### config.mk
export PLATFORM = sky130hd
export DESIGN_NAME = cnode_unit
export DESIGN_NICKNAME = d
export VERILOG_FILES = /design/src/cnode_pkg.sv /design/src/lane_in_if.sv /design/src/lane_out_if.sv /design/src/vnode_dispatch.sv /design/src/min_search_lane.sv /design/src/cnode_collect.sv /design/src/cnode_unit.sv
export SDC_FILE = /design/constraint.sdc
export NUM_CORES = 1
export LEC_CHECK = 0
export BUFFER_PORTS_ARGS = -buffer_cell sky130_fd_sc_hd__buf_2
export CAP_MARGIN = 20
export CORE_UTILIZATION = 56
export CTS_BUF_LIST = sky130_fd_sc_hd__clkbuf_16
export DETAILED_ROUTE_END_ITERATION = 16
export PLACE_DENSITY = 0.73
export SKIP_LAST_GASP = 1
export SYNTH_ARGS = -nofsm -noshare
export SYNTH_HDL_FRONTEND = slang
export SYNTH_SLANG_ARGS = --single-unit
export TNS_END_PERCENT = 30
### constraint.sdc
create_clock -name iclk -period 25 [get_ports iclk]
set_input_delay 1.25 -clock iclk [delete_from_list [all_inputs] [get_ports iclk]]
set_output_delay 1.25 -clock iclk [all_outputs]
set_load 0.05 [all_outputs]
### src/cnode_pkg.sv
package cnode_pkg;

  // ----------------------------------------
  // llr format
  // ----------------------------------------

  localparam int cLLR_W   = 5;                  // two's complement, sign + 4 bit mag
  localparam int cDEG_MAX = 32;                 // largest check row degree

  localparam int cMAG_W   = cLLR_W - 1;
  localparam int cIDX_W   = $clog2(cDEG_MAX);   // 5 bits for 32 positions

  // ----------------------------------------
  // derived types
  // ----------------------------------------

  typedef logic signed [cLLR_W-1 : 0] llr_t;
  typedef logic        [cMAG_W-1 : 0] mag_t;
  typedef logic        [cIDX_W-1 : 0] deg_idx_t; // position inside a row

  // ----------------------------------------
  // min-sum normalization
  // ----------------------------------------

  // scale by 3/4 as mag - mag/4, floor of the quarter
  function automatic mag_t norm_mag(input mag_t mag, input bit use_norm);
    mag_t quarter;
    quarter = mag >> 2;
    if (use_norm) begin
      return mag_t'(mag - quarter);
    end
    return mag;                                   // plain min-sum
  endfunction

endpackage

### src/lane_in_if.sv
`timescale 1ns/1ps

// dispatcher -> search lanes, one beat per vnode position
interface lane_in_if #(
  parameter int pLANES = 4
);

  import cnode_pkg::*;

  logic              sop;           // first position of a row
  logic              val;           // beat valid
  logic              eop;           // last position of a row
  deg_idx_t          idx;           // position, 0 on sop
  logic [pLANES-1:0] sign;          // one sign per lane
  mag_t              mag [pLANES];  // saturated magnitude per lane

  // single driver, the dispatcher
  modport dispatch (
    output sop, val, eop, idx, sign, mag
  );

  // every lane reads all, picks its own element
  modport lane (
    input  sop, val, eop, idx, sign, mag
  );

endinterface

### src/lane_out_if.sv
`timescale 1ns/1ps

// search lanes -> collector, check-node messages in sign/mag form
interface lane_out_if #(
  parameter int pLANES = 4
);

  import cnode_pkg::*;

  logic              sop;                 // lane 0 only, lanes run in lockstep
  logic              val;
  logic              eop;
  logic              busy;                // lane 0 output bank in use
  logic [pLANES-1:0] sign;                // element g from lane g
  mag_t              mag [pLANES];
  logic [pLANES-1:0] parity_fail;         // valid with eop

  modport lane (
    output sop, val, eop, busy, sign, mag, parity_fail
  );

  modport collect (
    input  sop, val, eop, busy, sign, mag, parity_fail
  );

endinterface

### src/vnode_dispatch.sv
`timescale 1ns/1ps

module vnode_dispatch #(
  parameter int pLANES = 4
) (
  input  logic            iclk,
  input  logic            ireset,
  input  logic            ival,
  input  logic            isop,
  input  logic            ieop,
  input  cnode_pkg::llr_t ivnode [pLANES],
  lane_in_if.dispatch     li
);

  import cnode_pkg::*;

  localparam llr_t cLLR_MIN = {1'b1, {(cLLR_W-1){1'b0}}};  // -16, no positive twin

  logic [pLANES-1:0] in_sign;
  mag_t              in_mag [pLANES];
  deg_idx_t          idx_cnt;             // position of the next beat

  // ----------------------------------------
  // two's complement -> sign/magnitude
  // ----------------------------------------

  always_comb begin
    for (int l = 0; l < pLANES; l++) begin
      in_sign[l] = ivnode[l][cLLR_W-1];
      if (ivnode[l] == cLLR_MIN) begin
        in_mag[l] = '1;                                      // saturate to 15
      end
      else if (in_sign[l]) begin
        in_mag[l] = mag_t'(-ivnode[l]);
      end
      else begin
        in_mag[l] = ivnode[l][cLLR_W-2 : 0];
      end
    end
  end

  // ----------------------------------------
  // input register, frame flags and position count
  // ----------------------------------------

  always_ff @(posedge iclk or posedge ireset) begin
    if (ireset) begin
      li.sop  <= 1'b0;
      li.val  <= 1'b0;
      li.eop  <= 1'b0;
      idx_cnt <= '0;
    end
    else begin
      li.val <= ival;
      li.sop <= ival & isop;                  // flags only count on valid beats
      li.eop <= ival & ieop;
      if (ival) begin
        idx_cnt <= isop ? deg_idx_t'(1) : deg_idx_t'(idx_cnt + 1'b1);
      end
    end
  end

  // payload, follows val
  always_ff @(posedge iclk) begin
    li.idx <= isop ? '0 : idx_cnt;
    for (int l = 0; l < pLANES; l++) begin
      li.sign[l] <= in_sign[l];
      li.mag[l]  <= in_mag[l];
    end
  end

endmodule

### src/min_search_lane.sv
`timescale 1ns/1ps

module min_search_lane #(
  parameter bit pUSE_NORM = 1,
  parameter int pLANE_IDX = 0   // which element of the lane arrays is ours
) (
  input  logic    iclk,
  input  logic    ireset,
  lane_in_if.lane li,
  lane_out_if.lane lo
);

  import cnode_pkg::*;

  // running search state
  mag_t                  min1;
  mag_t                  min2;
  deg_idx_t              min1_idx;
  logic                  sxor;
  logic [cDEG_MAX-1 : 0] signs;        // shift store, newest sign in bit 0

  // next search state, also what the bank takes on eop
  logic                  cur_sign;
  mag_t                  cur_mag;
  mag_t                  nxt_min1;
  mag_t                  nxt_min2;
  deg_idx_t              nxt_idx;
  logic                  nxt_sxor;
  logic [cDEG_MAX-1 : 0] nxt_signs;

  // output bank, holds one finished row
  mag_t                  b_min1;
  mag_t                  b_min2;
  deg_idx_t              b_idx;
  logic                  b_sxor;
  logic [cDEG_MAX-1 : 0] b_signs;
  deg_idx_t              b_last;       // degree - 1

  logic                  bank_act;     // output walk in progress
  deg_idx_t              out_cnt;
  logic                  out_sign;
  mag_t                  out_mag;
  logic                  out_pfail;

  // ----------------------------------------
  // min1/min2 search
  // ----------------------------------------

  always_comb begin
    cur_sign  = li.sign[pLANE_IDX];
    cur_mag   = li.mag[pLANE_IDX];
    nxt_signs = {signs[cDEG_MAX-2 : 0], cur_sign};
    if (li.sop) begin                   // restart on first position
      nxt_min1 = cur_mag;
      nxt_min2 = '1;
      nxt_idx  = li.idx;
      nxt_sxor = cur_sign;
    end
    else begin
      nxt_min1 = min1;
      nxt_min2 = min2;
      nxt_idx  = min1_idx;
      nxt_sxor = sxor ^ cur_sign;
      if (cur_mag < min1) begin         // new minimum, old one drops to min2
        nxt_min1 = cur_mag;
        nxt_min2 = min1;
        nxt_idx  = li.idx;
      end
      else if (cur_mag < min2) begin
        nxt_min2 = cur_mag;
      end
    end
  end

  always_ff @(posedge iclk) begin
    if (li.val) begin
      min1     <= nxt_min1;
      min2     <= nxt_min2;
      min1_idx <= nxt_idx;
      sxor     <= nxt_sxor;
      signs    <= nxt_signs;
    end
    // bank load on the eop beat, search is free next cycle
    if (li.val & li.eop) begin
      b_min1  <= nxt_min1;
      b_min2  <= nxt_min2;
      b_idx   <= nxt_idx;
      b_sxor  <= nxt_sxor;
      b_signs <= nxt_signs;
      b_last  <= li.idx;
    end
  end

  // ----------------------------------------
  // output walk over the bank
  // ----------------------------------------

  always_ff @(posedge iclk or posedge ireset) begin
    if (ireset) begin
      bank_act <= 1'b0;
      out_cnt  <= '0;
    end
    else if (li.val & li.eop) begin
      bank_act <= 1'b1;
      out_cnt  <= '0;
    end
    else if (bank_act) begin
      out_cnt <= deg_idx_t'(out_cnt + 1'b1);
      if (out_cnt == b_last) begin
        bank_act <= 1'b0;                // last message issued
      end
    end
  end

  // message: min2 at the min1 position, min1 elsewhere; sign excludes own
  always_ff @(posedge iclk) begin
    out_mag   <= norm_mag((out_cnt == b_idx) ? b_min2 : b_min1, pUSE_NORM);
    out_sign  <= b_sxor ^ b_signs[deg_idx_t'(b_last - out_cnt)];
    out_pfail <= b_sxor;                 // odd count of negatives
  end

  assign lo.sign[pLANE_IDX]        = out_sign;
  assign lo.mag[pLANE_IDX]         = out_mag;
  assign lo.parity_fail[pLANE_IDX] = out_pfail;

  // frame flags come from lane 0
  if (pLANE_IDX == 0) begin : g_ctl
    logic out_sop;
    logic out_val;
    logic out_eop;

    always_ff @(posedge iclk or posedge ireset) begin
      if (ireset) begin
        out_sop <= 1'b0;
        out_val <= 1'b0;
        out_eop <= 1'b0;
      end
      else begin
        out_val <= bank_act;
        out_sop <= bank_act & (out_cnt == '0);
        out_eop <= bank_act & (out_cnt == b_last);
      end
    end

    assign lo.sop  = out_sop;
    assign lo.val  = out_val;
    assign lo.eop  = out_eop;
    assign lo.busy = bank_act;
  end

endmodule

### src/cnode_collect.sv
`timescale 1ns/1ps

module cnode_collect #(
  parameter int pLANES = 4
) (
  input  logic            iclk,
  input  logic            ireset,
  lane_out_if.collect     lo,
  output logic            oval,
  output logic            osop,
  output logic            oeop,
  output cnode_pkg::llr_t ocnode [pLANES],
  output logic            odecfail,
  output logic            obusy
);

  import cnode_pkg::*;

  // sign/magnitude back to two's complement, no negative zero
  function automatic llr_t to_llr(input logic sign, input mag_t mag);
    llr_t pos;
    pos = llr_t'({1'b0, mag});
    if (sign && (mag != '0)) begin
      return -pos;
    end
    return pos;
  endfunction

  // ----------------------------------------
  // frame flags and decode fail
  // ----------------------------------------

  always_ff @(posedge iclk or posedge ireset) begin
    if (ireset) begin
      oval     <= 1'b0;
      osop     <= 1'b0;
      oeop     <= 1'b0;
      odecfail <= 1'b0;
    end
    else begin
      oval     <= lo.val;
      osop     <= lo.val & lo.sop;
      oeop     <= lo.val & lo.eop;
      odecfail <= lo.val & lo.eop & (|lo.parity_fail);   // any row with odd negatives
    end
  end

  // ----------------------------------------
  // message data
  // ----------------------------------------

  always_ff @(posedge iclk) begin
    for (int l = 0; l < pLANES; l++) begin
      ocnode[l] <= to_llr(lo.sign[l], lo.mag[l]);
    end
  end

  // bank in use -> messages in flight -> last output beat
  assign obusy = lo.busy | lo.val | oval;

endmodule

### src/cnode_unit.sv
`timescale 1ns/1ps

module cnode_unit #(
  parameter int pLANES    = 4,
  parameter bit pUSE_NORM = 1
) (
  input  logic            iclk,
  input  logic            ireset,
  input  logic            ival,
  input  logic            isop,
  input  logic            ieop,
  input  cnode_pkg::llr_t ivnode [pLANES],
  output logic            oval,
  output logic            osop,
  output logic            oeop,
  output cnode_pkg::llr_t ocnode [pLANES],
  output logic            odecfail,
  output logic            obusy
);

  lane_in_if  #(.pLANES(pLANES)) lane_in  ();
  lane_out_if #(.pLANES(pLANES)) lane_out ();

  // ----------------------------------------
  // input register and llr split
  // ----------------------------------------

  vnode_dispatch #(
    .pLANES (pLANES)
  ) vnode_dispatch_i (
    .iclk   (iclk),
    .ireset (ireset),
    .ival   (ival),
    .isop   (isop),
    .ieop   (ieop),
    .ivnode (ivnode),
    .li     (lane_in.dispatch)
  );

  // ----------------------------------------
  // one search engine per check row
  // ----------------------------------------

  for (genvar g = 0; g < pLANES; g++) begin : g_lane
    min_search_lane #(
      .pUSE_NORM (pUSE_NORM),
      .pLANE_IDX (g)
    ) min_search_lane_i (
      .iclk   (iclk),
      .ireset (ireset),
      .li     (lane_in.lane),
      .lo     (lane_out.lane)
    );
  end

  // output format, decode fail and busy
  cnode_collect #(
    .pLANES (pLANES)
  ) cnode_collect_i (
    .iclk     (iclk),
    .ireset   (ireset),
    .lo       (lane_out.collect),
    .oval     (oval),
    .osop     (osop),
    .oeop     (oeop),
    .ocnode   (ocnode),
    .odecfail (odecfail),
    .obusy    (obusy)
  );

endmodule

# ---- After elaboration in Yosys (flattened, before gate mapping)
# Index checks and enable logic that the tools add are counted.
# Widths: inputs -> output; s select.
dict set report totals {
  out_inout_bits 25
  in_bits 25
  elab_cells 244
  ff_bits 477
}
dict set report op_classes {
  n_bitwise 18
  reduce_logical 14
  n_lt_le_gt_ge 12
  n_eq_ne 12
  addsub 21
  muxes 81
}
# op n
set ops {}
lappend ops {{$mux 4} 32}
lappend ops {{$mux 5} 21}
lappend ops {{$eq 5x5->1} 8}
lappend ops {{$lt 4x4->1} 8}
lappend ops {{$add 5x1->5 const B} 5}
lappend ops {{$lt 5x6->1 const B} 4}
lappend ops {{$mux 1} 24}
lappend ops {{$bmux 1 s5} 4}
lappend ops {{$eq 5x5->1 const B} 4}
lappend ops {{$neg 4->5} 4}
lappend ops {{$sub 5x5->5} 4}
lappend ops {{$neg 4->4} 4}
lappend ops {{$reduce_bool 4->1} 4}
lappend ops {{$sub 4x2->4} 4}
lappend ops {{$and 1x1->1} 8}
lappend ops {{$reduce_bool 2->1} 4}
lappend ops {{$xor 1x1->1} 8}
lappend ops {{$logic_not 5->1} 1}
lappend ops {{$logic_and 1x1->1} 4}
lappend ops {{$reduce_or 4->1} 1}
lappend ops {{$or 1x1->1} 2}

# ---- Longest topological paths before layout
dict set report logic_depth {
  ltp_word 4
  mapped_depth 9
}

# ---- Worst setup path before layout
# Ideal clock, no wire load.
dict set report synth_path {
  path_kind {flip-flop to flip-flop}
  start {register vnode_dispatch_i.li.val}
  end {register g_lane[0].min_search_lane_i.b_idx[0], enable pin}
  path_slack_ns 14.269
  n_path_buf 1
  synth_period_minus_slack_ns 10.731
  t_arrival_ns 10.104
  setup_ns 0.627
  stages_incl_launch_ff 4
  required_ns 24.373
  path_cell_list {dfrtp_1 nand2_1 inv_1 clkbuf_1}
}
dict set report synth_between {
  elab_chain_len 1
}
# item line
set synth_rtl {}
lappend synth_rtl {{start, declared} lane_in_if.sv:19} ;# output sop, val, eop, idx, sign, mag
lappend synth_rtl {{start signal, assigned} vnode_dispatch.sv:54} ;# li.val <= ival;
lappend synth_rtl {{$and 1x1->1} min_search_lane.sv:84} ;# if (li.val & li.eop) begin
lappend synth_rtl {{end signal, assigned} min_search_lane.sv:87} ;# b_idx <= nxt_idx;
lappend synth_rtl {{end, declared} min_search_lane.sv:34} ;# deg_idx_t b_idx;
# No other way between the ends.
# A chain may end at the register's enable or synchronous reset.

# ---- Worst setup path in the final report
dict set report layout_path {
  start {register vnode_dispatch_i.li.val}
  end {register g_lane[3].min_search_lane_i.b_signs[29], enable pin}
}
dict set report layout_between {
  elab_chain_len 1
}
# item line
set layout_rtl {}
lappend layout_rtl {{$and 1x1->1} min_search_lane.sv:84}
lappend layout_rtl {{end signal, assigned} min_search_lane.sv:89} ;# b_signs <= nxt_signs;
lappend layout_rtl {{end, declared} min_search_lane.sv:36} ;# logic [cDEG_MAX-1 : 0] b_signs;
# No other way between the ends.

==> out/metrics.cfg <==
[critical_path]
path_cells=nand2_1 -> inv_8 -> buf_4
crit_arrival_ns=3.75
critPathKind=register to register
slowest_delay_ns=1.11
slowest_stage=dfrtp_4
r2r_slack_ns=21.40
start_kind=register
critPathMaxFanout=134
reg2reg_depth=3
path_buf_inv=2
critical-path-top-delay-family=buffers and inverters
r2r-end=g_lane[3].min_search_lane_i.b_signs[29]$_DFFE_PP_
worstPathRequired_ns=25.16
cp-end-kind=register
reg2reg_from=vnode_dispatch_i.li.val$_DFF_PP0_

[cells_and_area]
insertedDiodeCount=0
final_core_util_pct=64.18
num-nets-final=1330
drive_gt1_share_pct=14.85
fillers=2384
area_growth_pct=11.91

[floorplanning]
initial_utilization_pct=57.35
coreArea_mm2=0.03287
ios=50
fp-row-count=66
die-height_um=185.5
die_w_um=185.5
die_area_mm2=0.03440

[global_route]
antenna_found_initial=0
grt_use_met1_pct=25.16
grt_pass1_wl_um=48250
met3_usage_pct=3.052
grt_max_degree=135
met2_usage_pct=29.65
grt.busiest_layer=met2
grt_use_total_pct=18.10
grt-ovfl-total=0
grt_pass1_vias=9463

[sta]
hold_violations=0
fmax_mhz=278.1
relSlewSlack_pct=31.14
rsz0062_at_grt=false
worst_pin_slew_ns=1.033
finalCriticalPeriod_ns=3.596
setup_violations=0
timing.final.crit_share_pct=14.38
finalMaxSlewViolations=0
skew_ns=0.01198
tns_ns=0

[yosys]
seq_area_frac_synth_pct=71.29
synth.distinct_cells=40
netlist_instances=1150
ys_ff_latch=477
synth_edf_count=369
syn_avg_cell_area_um2=16.39
synth_ff_type=edfxtp_1
yosysWarningCount=0
synth_area_mm2=0.01885
postSynth.asyncResetShare_pct=8.176
synth.net_count=1245

[clock_network]
htreeDepth=2
cts_buffers=47
cts_num_sinks=477
clkLatencyLatePin_ns=0.54
path_clk_slew_ns=0.06
ctsResizeCount=0
ctsHoldBuffers=0
postCtsSetupBuffers=0
cts-root-buf=clkbuf_16
ctsLongestPathBuffers=3
cts_tree=built

[min_path]
hold_end=cnode_collect_i.ocnode[10]$_DFF_P_
hp-class=register to register
whs_path_depth=0
min_from=g_lane[1].min_search_lane_i.out_mag[0]$_DFF_P_

[route]
drc=0
route.vias.total=9235
first_pass_iters=5
drt-initial-drc-count=578
antenna_left=0
avgRoutedWirePerCell_um=17.30
vias_per_cell=5.385
routed_wl_um=29670

[pwr]
vdd_drop_max_mv=0.06453
pwr_density_cell_mw_per_mm2=105.4
p_leak_nw=7.952

[place]
dpl.hpwl_um=18630
gp_congestion=0.7914
numPortBuffers=49

[flow_run]
maxCapViolations=0

[outcome]
outcome=complete, no violations

-- logic make-up (layout without fill, tap and decap cells) --
group,after synthesis,after routing,share of synthesized area [%]
multiplexers,120,120,8.841
AND/OR/NAND/NOR,195,195,5.323
XOR/XNOR,84,84,3.903
adder cells (fa/ha/maj),70,70,4.965
AO/OA/AOI/OAI,115,115,3.750
buffers and inverters,89,212,1.932
flip-flops,477,477,71.29
-- worst reg2reg max path: stages, from the launching register on --
cell,delay [ns]
dfrtp_4,1.11
nand2_1,0.44
inv_8,0.75
buf_4,0.86
-- worst max path at each step --
| stage | slack (ns) | depth (start not counted) | to | startpoint |
|---|---|---|---|---|
| global route | 21.15 | 3 | g_lane[3].min_search_lane_i.b_signs[28]$_DFFE_PP_ | vnode_dispatch_i.li.val$_DFF_PP0_ |
| CTS | 21.31 | 3 | g_lane[2].min_search_lane_i.b_signs[20]$_DFFE_PP_ | vnode_dispatch_i.li.val$_DFF_PP0_ |
| finish | 21.40 | 3 | g_lane[3].min_search_lane_i.b_signs[29]$_DFFE_PP_ | vnode_dispatch_i.li.val$_DFF_PP0_ |
| global placement | 21.46 | 3 | g_lane[3].min_search_lane_i.b_signs[4]$_DFFE_PP_ | vnode_dispatch_i.li.val$_DFF_PP0_ |
| detailed placement | 21.35 | 3 | g_lane[3].min_search_lane_i.b_signs[4]$_DFFE_PP_ | vnode_dispatch_i.li.val$_DFF_PP0_ |
| floorplan | 14.27 | 3 | g_lane[0].min_search_lane_i.b_idx[0]$_DFFE_PP_ | vnode_dispatch_i.li.val$_DFF_PP0_ |
-- layout by cell type (no fill, tap or decap), drive strengths merged, types with 8 or more instances in the layout --
cell type  count
nor2          41
clkinv        21
mux2          52
ha            62
a2111oi        8
clkbuf        49
dfxtp         69
nand2b        36
fa             8
a21o           8
buf           54
nand2         50
mux4          32
mux2i         36
o31ai         12
xor2          29
o21ai         42
xnor2         55
a21oi         32
inv           81
nand3         12
nand4         12
dfrtp         39
nor2b         13
nor3          17
edfxtp       369
-- metal layers --
layer,vias up,share of wire (%)
met5,-,0
li1,4460,-
met2,170,48
met3,51,4.1
met1,4554,46
met4,0,1.9
-- layout make-up --
class | count | area, µm² | area share [%]
clock buffers | 49 | 1226 | 5.813
well taps | 442 | 553.0 | 2.622
multi-input cells | 584 | 5049 | 23.93
inverters | 71 | 274.0 | 1.299
repair buffers | 54 | 282.8 | 1.340
flip-flops and latches | 477 | 13440 | 63.72
clock inverters | 38 | 269.0 | 1.275
-- Yosys cell counts, types with 2 or more instances --
library cell  number  share of area (%)
a21oi_2            4               0.19
o21ai_1            6               0.16
xnor2_1           55                2.6
nor2b_1           13               0.43
nand2b_1          36                1.2
inv_1             71                1.4
mux2_2            20                1.2
a31oi_1            4               0.13
mux2_1            32                1.9
nor3_2             3               0.16
and2_1             4               0.13
dfrtp_1           39                5.2
xor2_1            29                1.3
edfxtp_1         369                 59
fa_1               8               0.85
a21o_1             8               0.32
dfxtp_1           69                7.3
ha_1              62                4.1
nand3_1           12               0.32
a21boi_0           4               0.16
nand4_1           12               0.40
nand2_1           50                1.0
and3_1             2              0.066
clkbuf_1          14               0.28
o41ai_1            4               0.19
nand3b_1           2              0.080
o31ai_1           12               0.48
a2111oi_0          8               0.37
nor2_1            37               0.74
o21ai_0           36               0.96
mux4_2            32                3.8
nor2_2             4               0.13
buf_6              4               0.24
a21oi_1           28               0.74
mux2i_1           36                1.9
nand4bb_1          4               0.24
nor3_1            14               0.37
-- stage by stage --
stage | std cells | total power, mW | area, µm² | worst slack, ns | hold slack (ns)
2_1_floorplan | 1150 | 1.457 | 18850 | 14.27 | 0.3509
3_3_place_gp | 1628 | 1.560 | 19600 | 21.46 | 0.3630
3_5_place_dp | 1628 | 1.572 | 19600 | 21.35 | 0.3601
4_1_cts | 1715 | 2.250 | 21100 | 21.31 | 0.3686
5_1_grt | 1715 | 2.343 | 21100 | 21.15 | 0.3782
6_report | 1715 | 2.223 | 21100 | 21.40 | 0.3663
-- state kept, by name, summed over array words and instances, names as in the netlist, 5 cells and up --
register                           flops
g_lane.min_search_lane_i.b_signs     128
g_lane.min_search_lane_i.signs       124
cnode_collect_i.ocnode                20
g_lane.min_search_lane_i.b_idx        20
g_lane.min_search_lane_i.min1_idx     20
g_lane.min_search_lane_i.out_cnt      20
g_lane.min_search_lane_i.b_min1       16
g_lane.min_search_lane_i.b_min2       16
g_lane.min_search_lane_i.min1         16
g_lane.min_search_lane_i.min2         16
g_lane.min_search_lane_i.out_mag      16
vnode_dispatch_i.li.mag               16
g_lane.min_search_lane_i.b_last        5
vnode_dispatch_i.idx_cnt               5
vnode_dispatch_i.li.idx                5
-- power by group --
group / leakage (nW) / total [mW] / internal (mW) / switching (mW)
combinational: 2.62 / 0.534 / 0.235 / 0.299
sequential: 4.56 / 1.02 / 0.954 / 0.0665
clock: 0.767 / 0.670 / 0.387 / 0.283
total: 7.95 / 2.22 / 1.58 / 0.648
(Power assumes the default switching activity.)
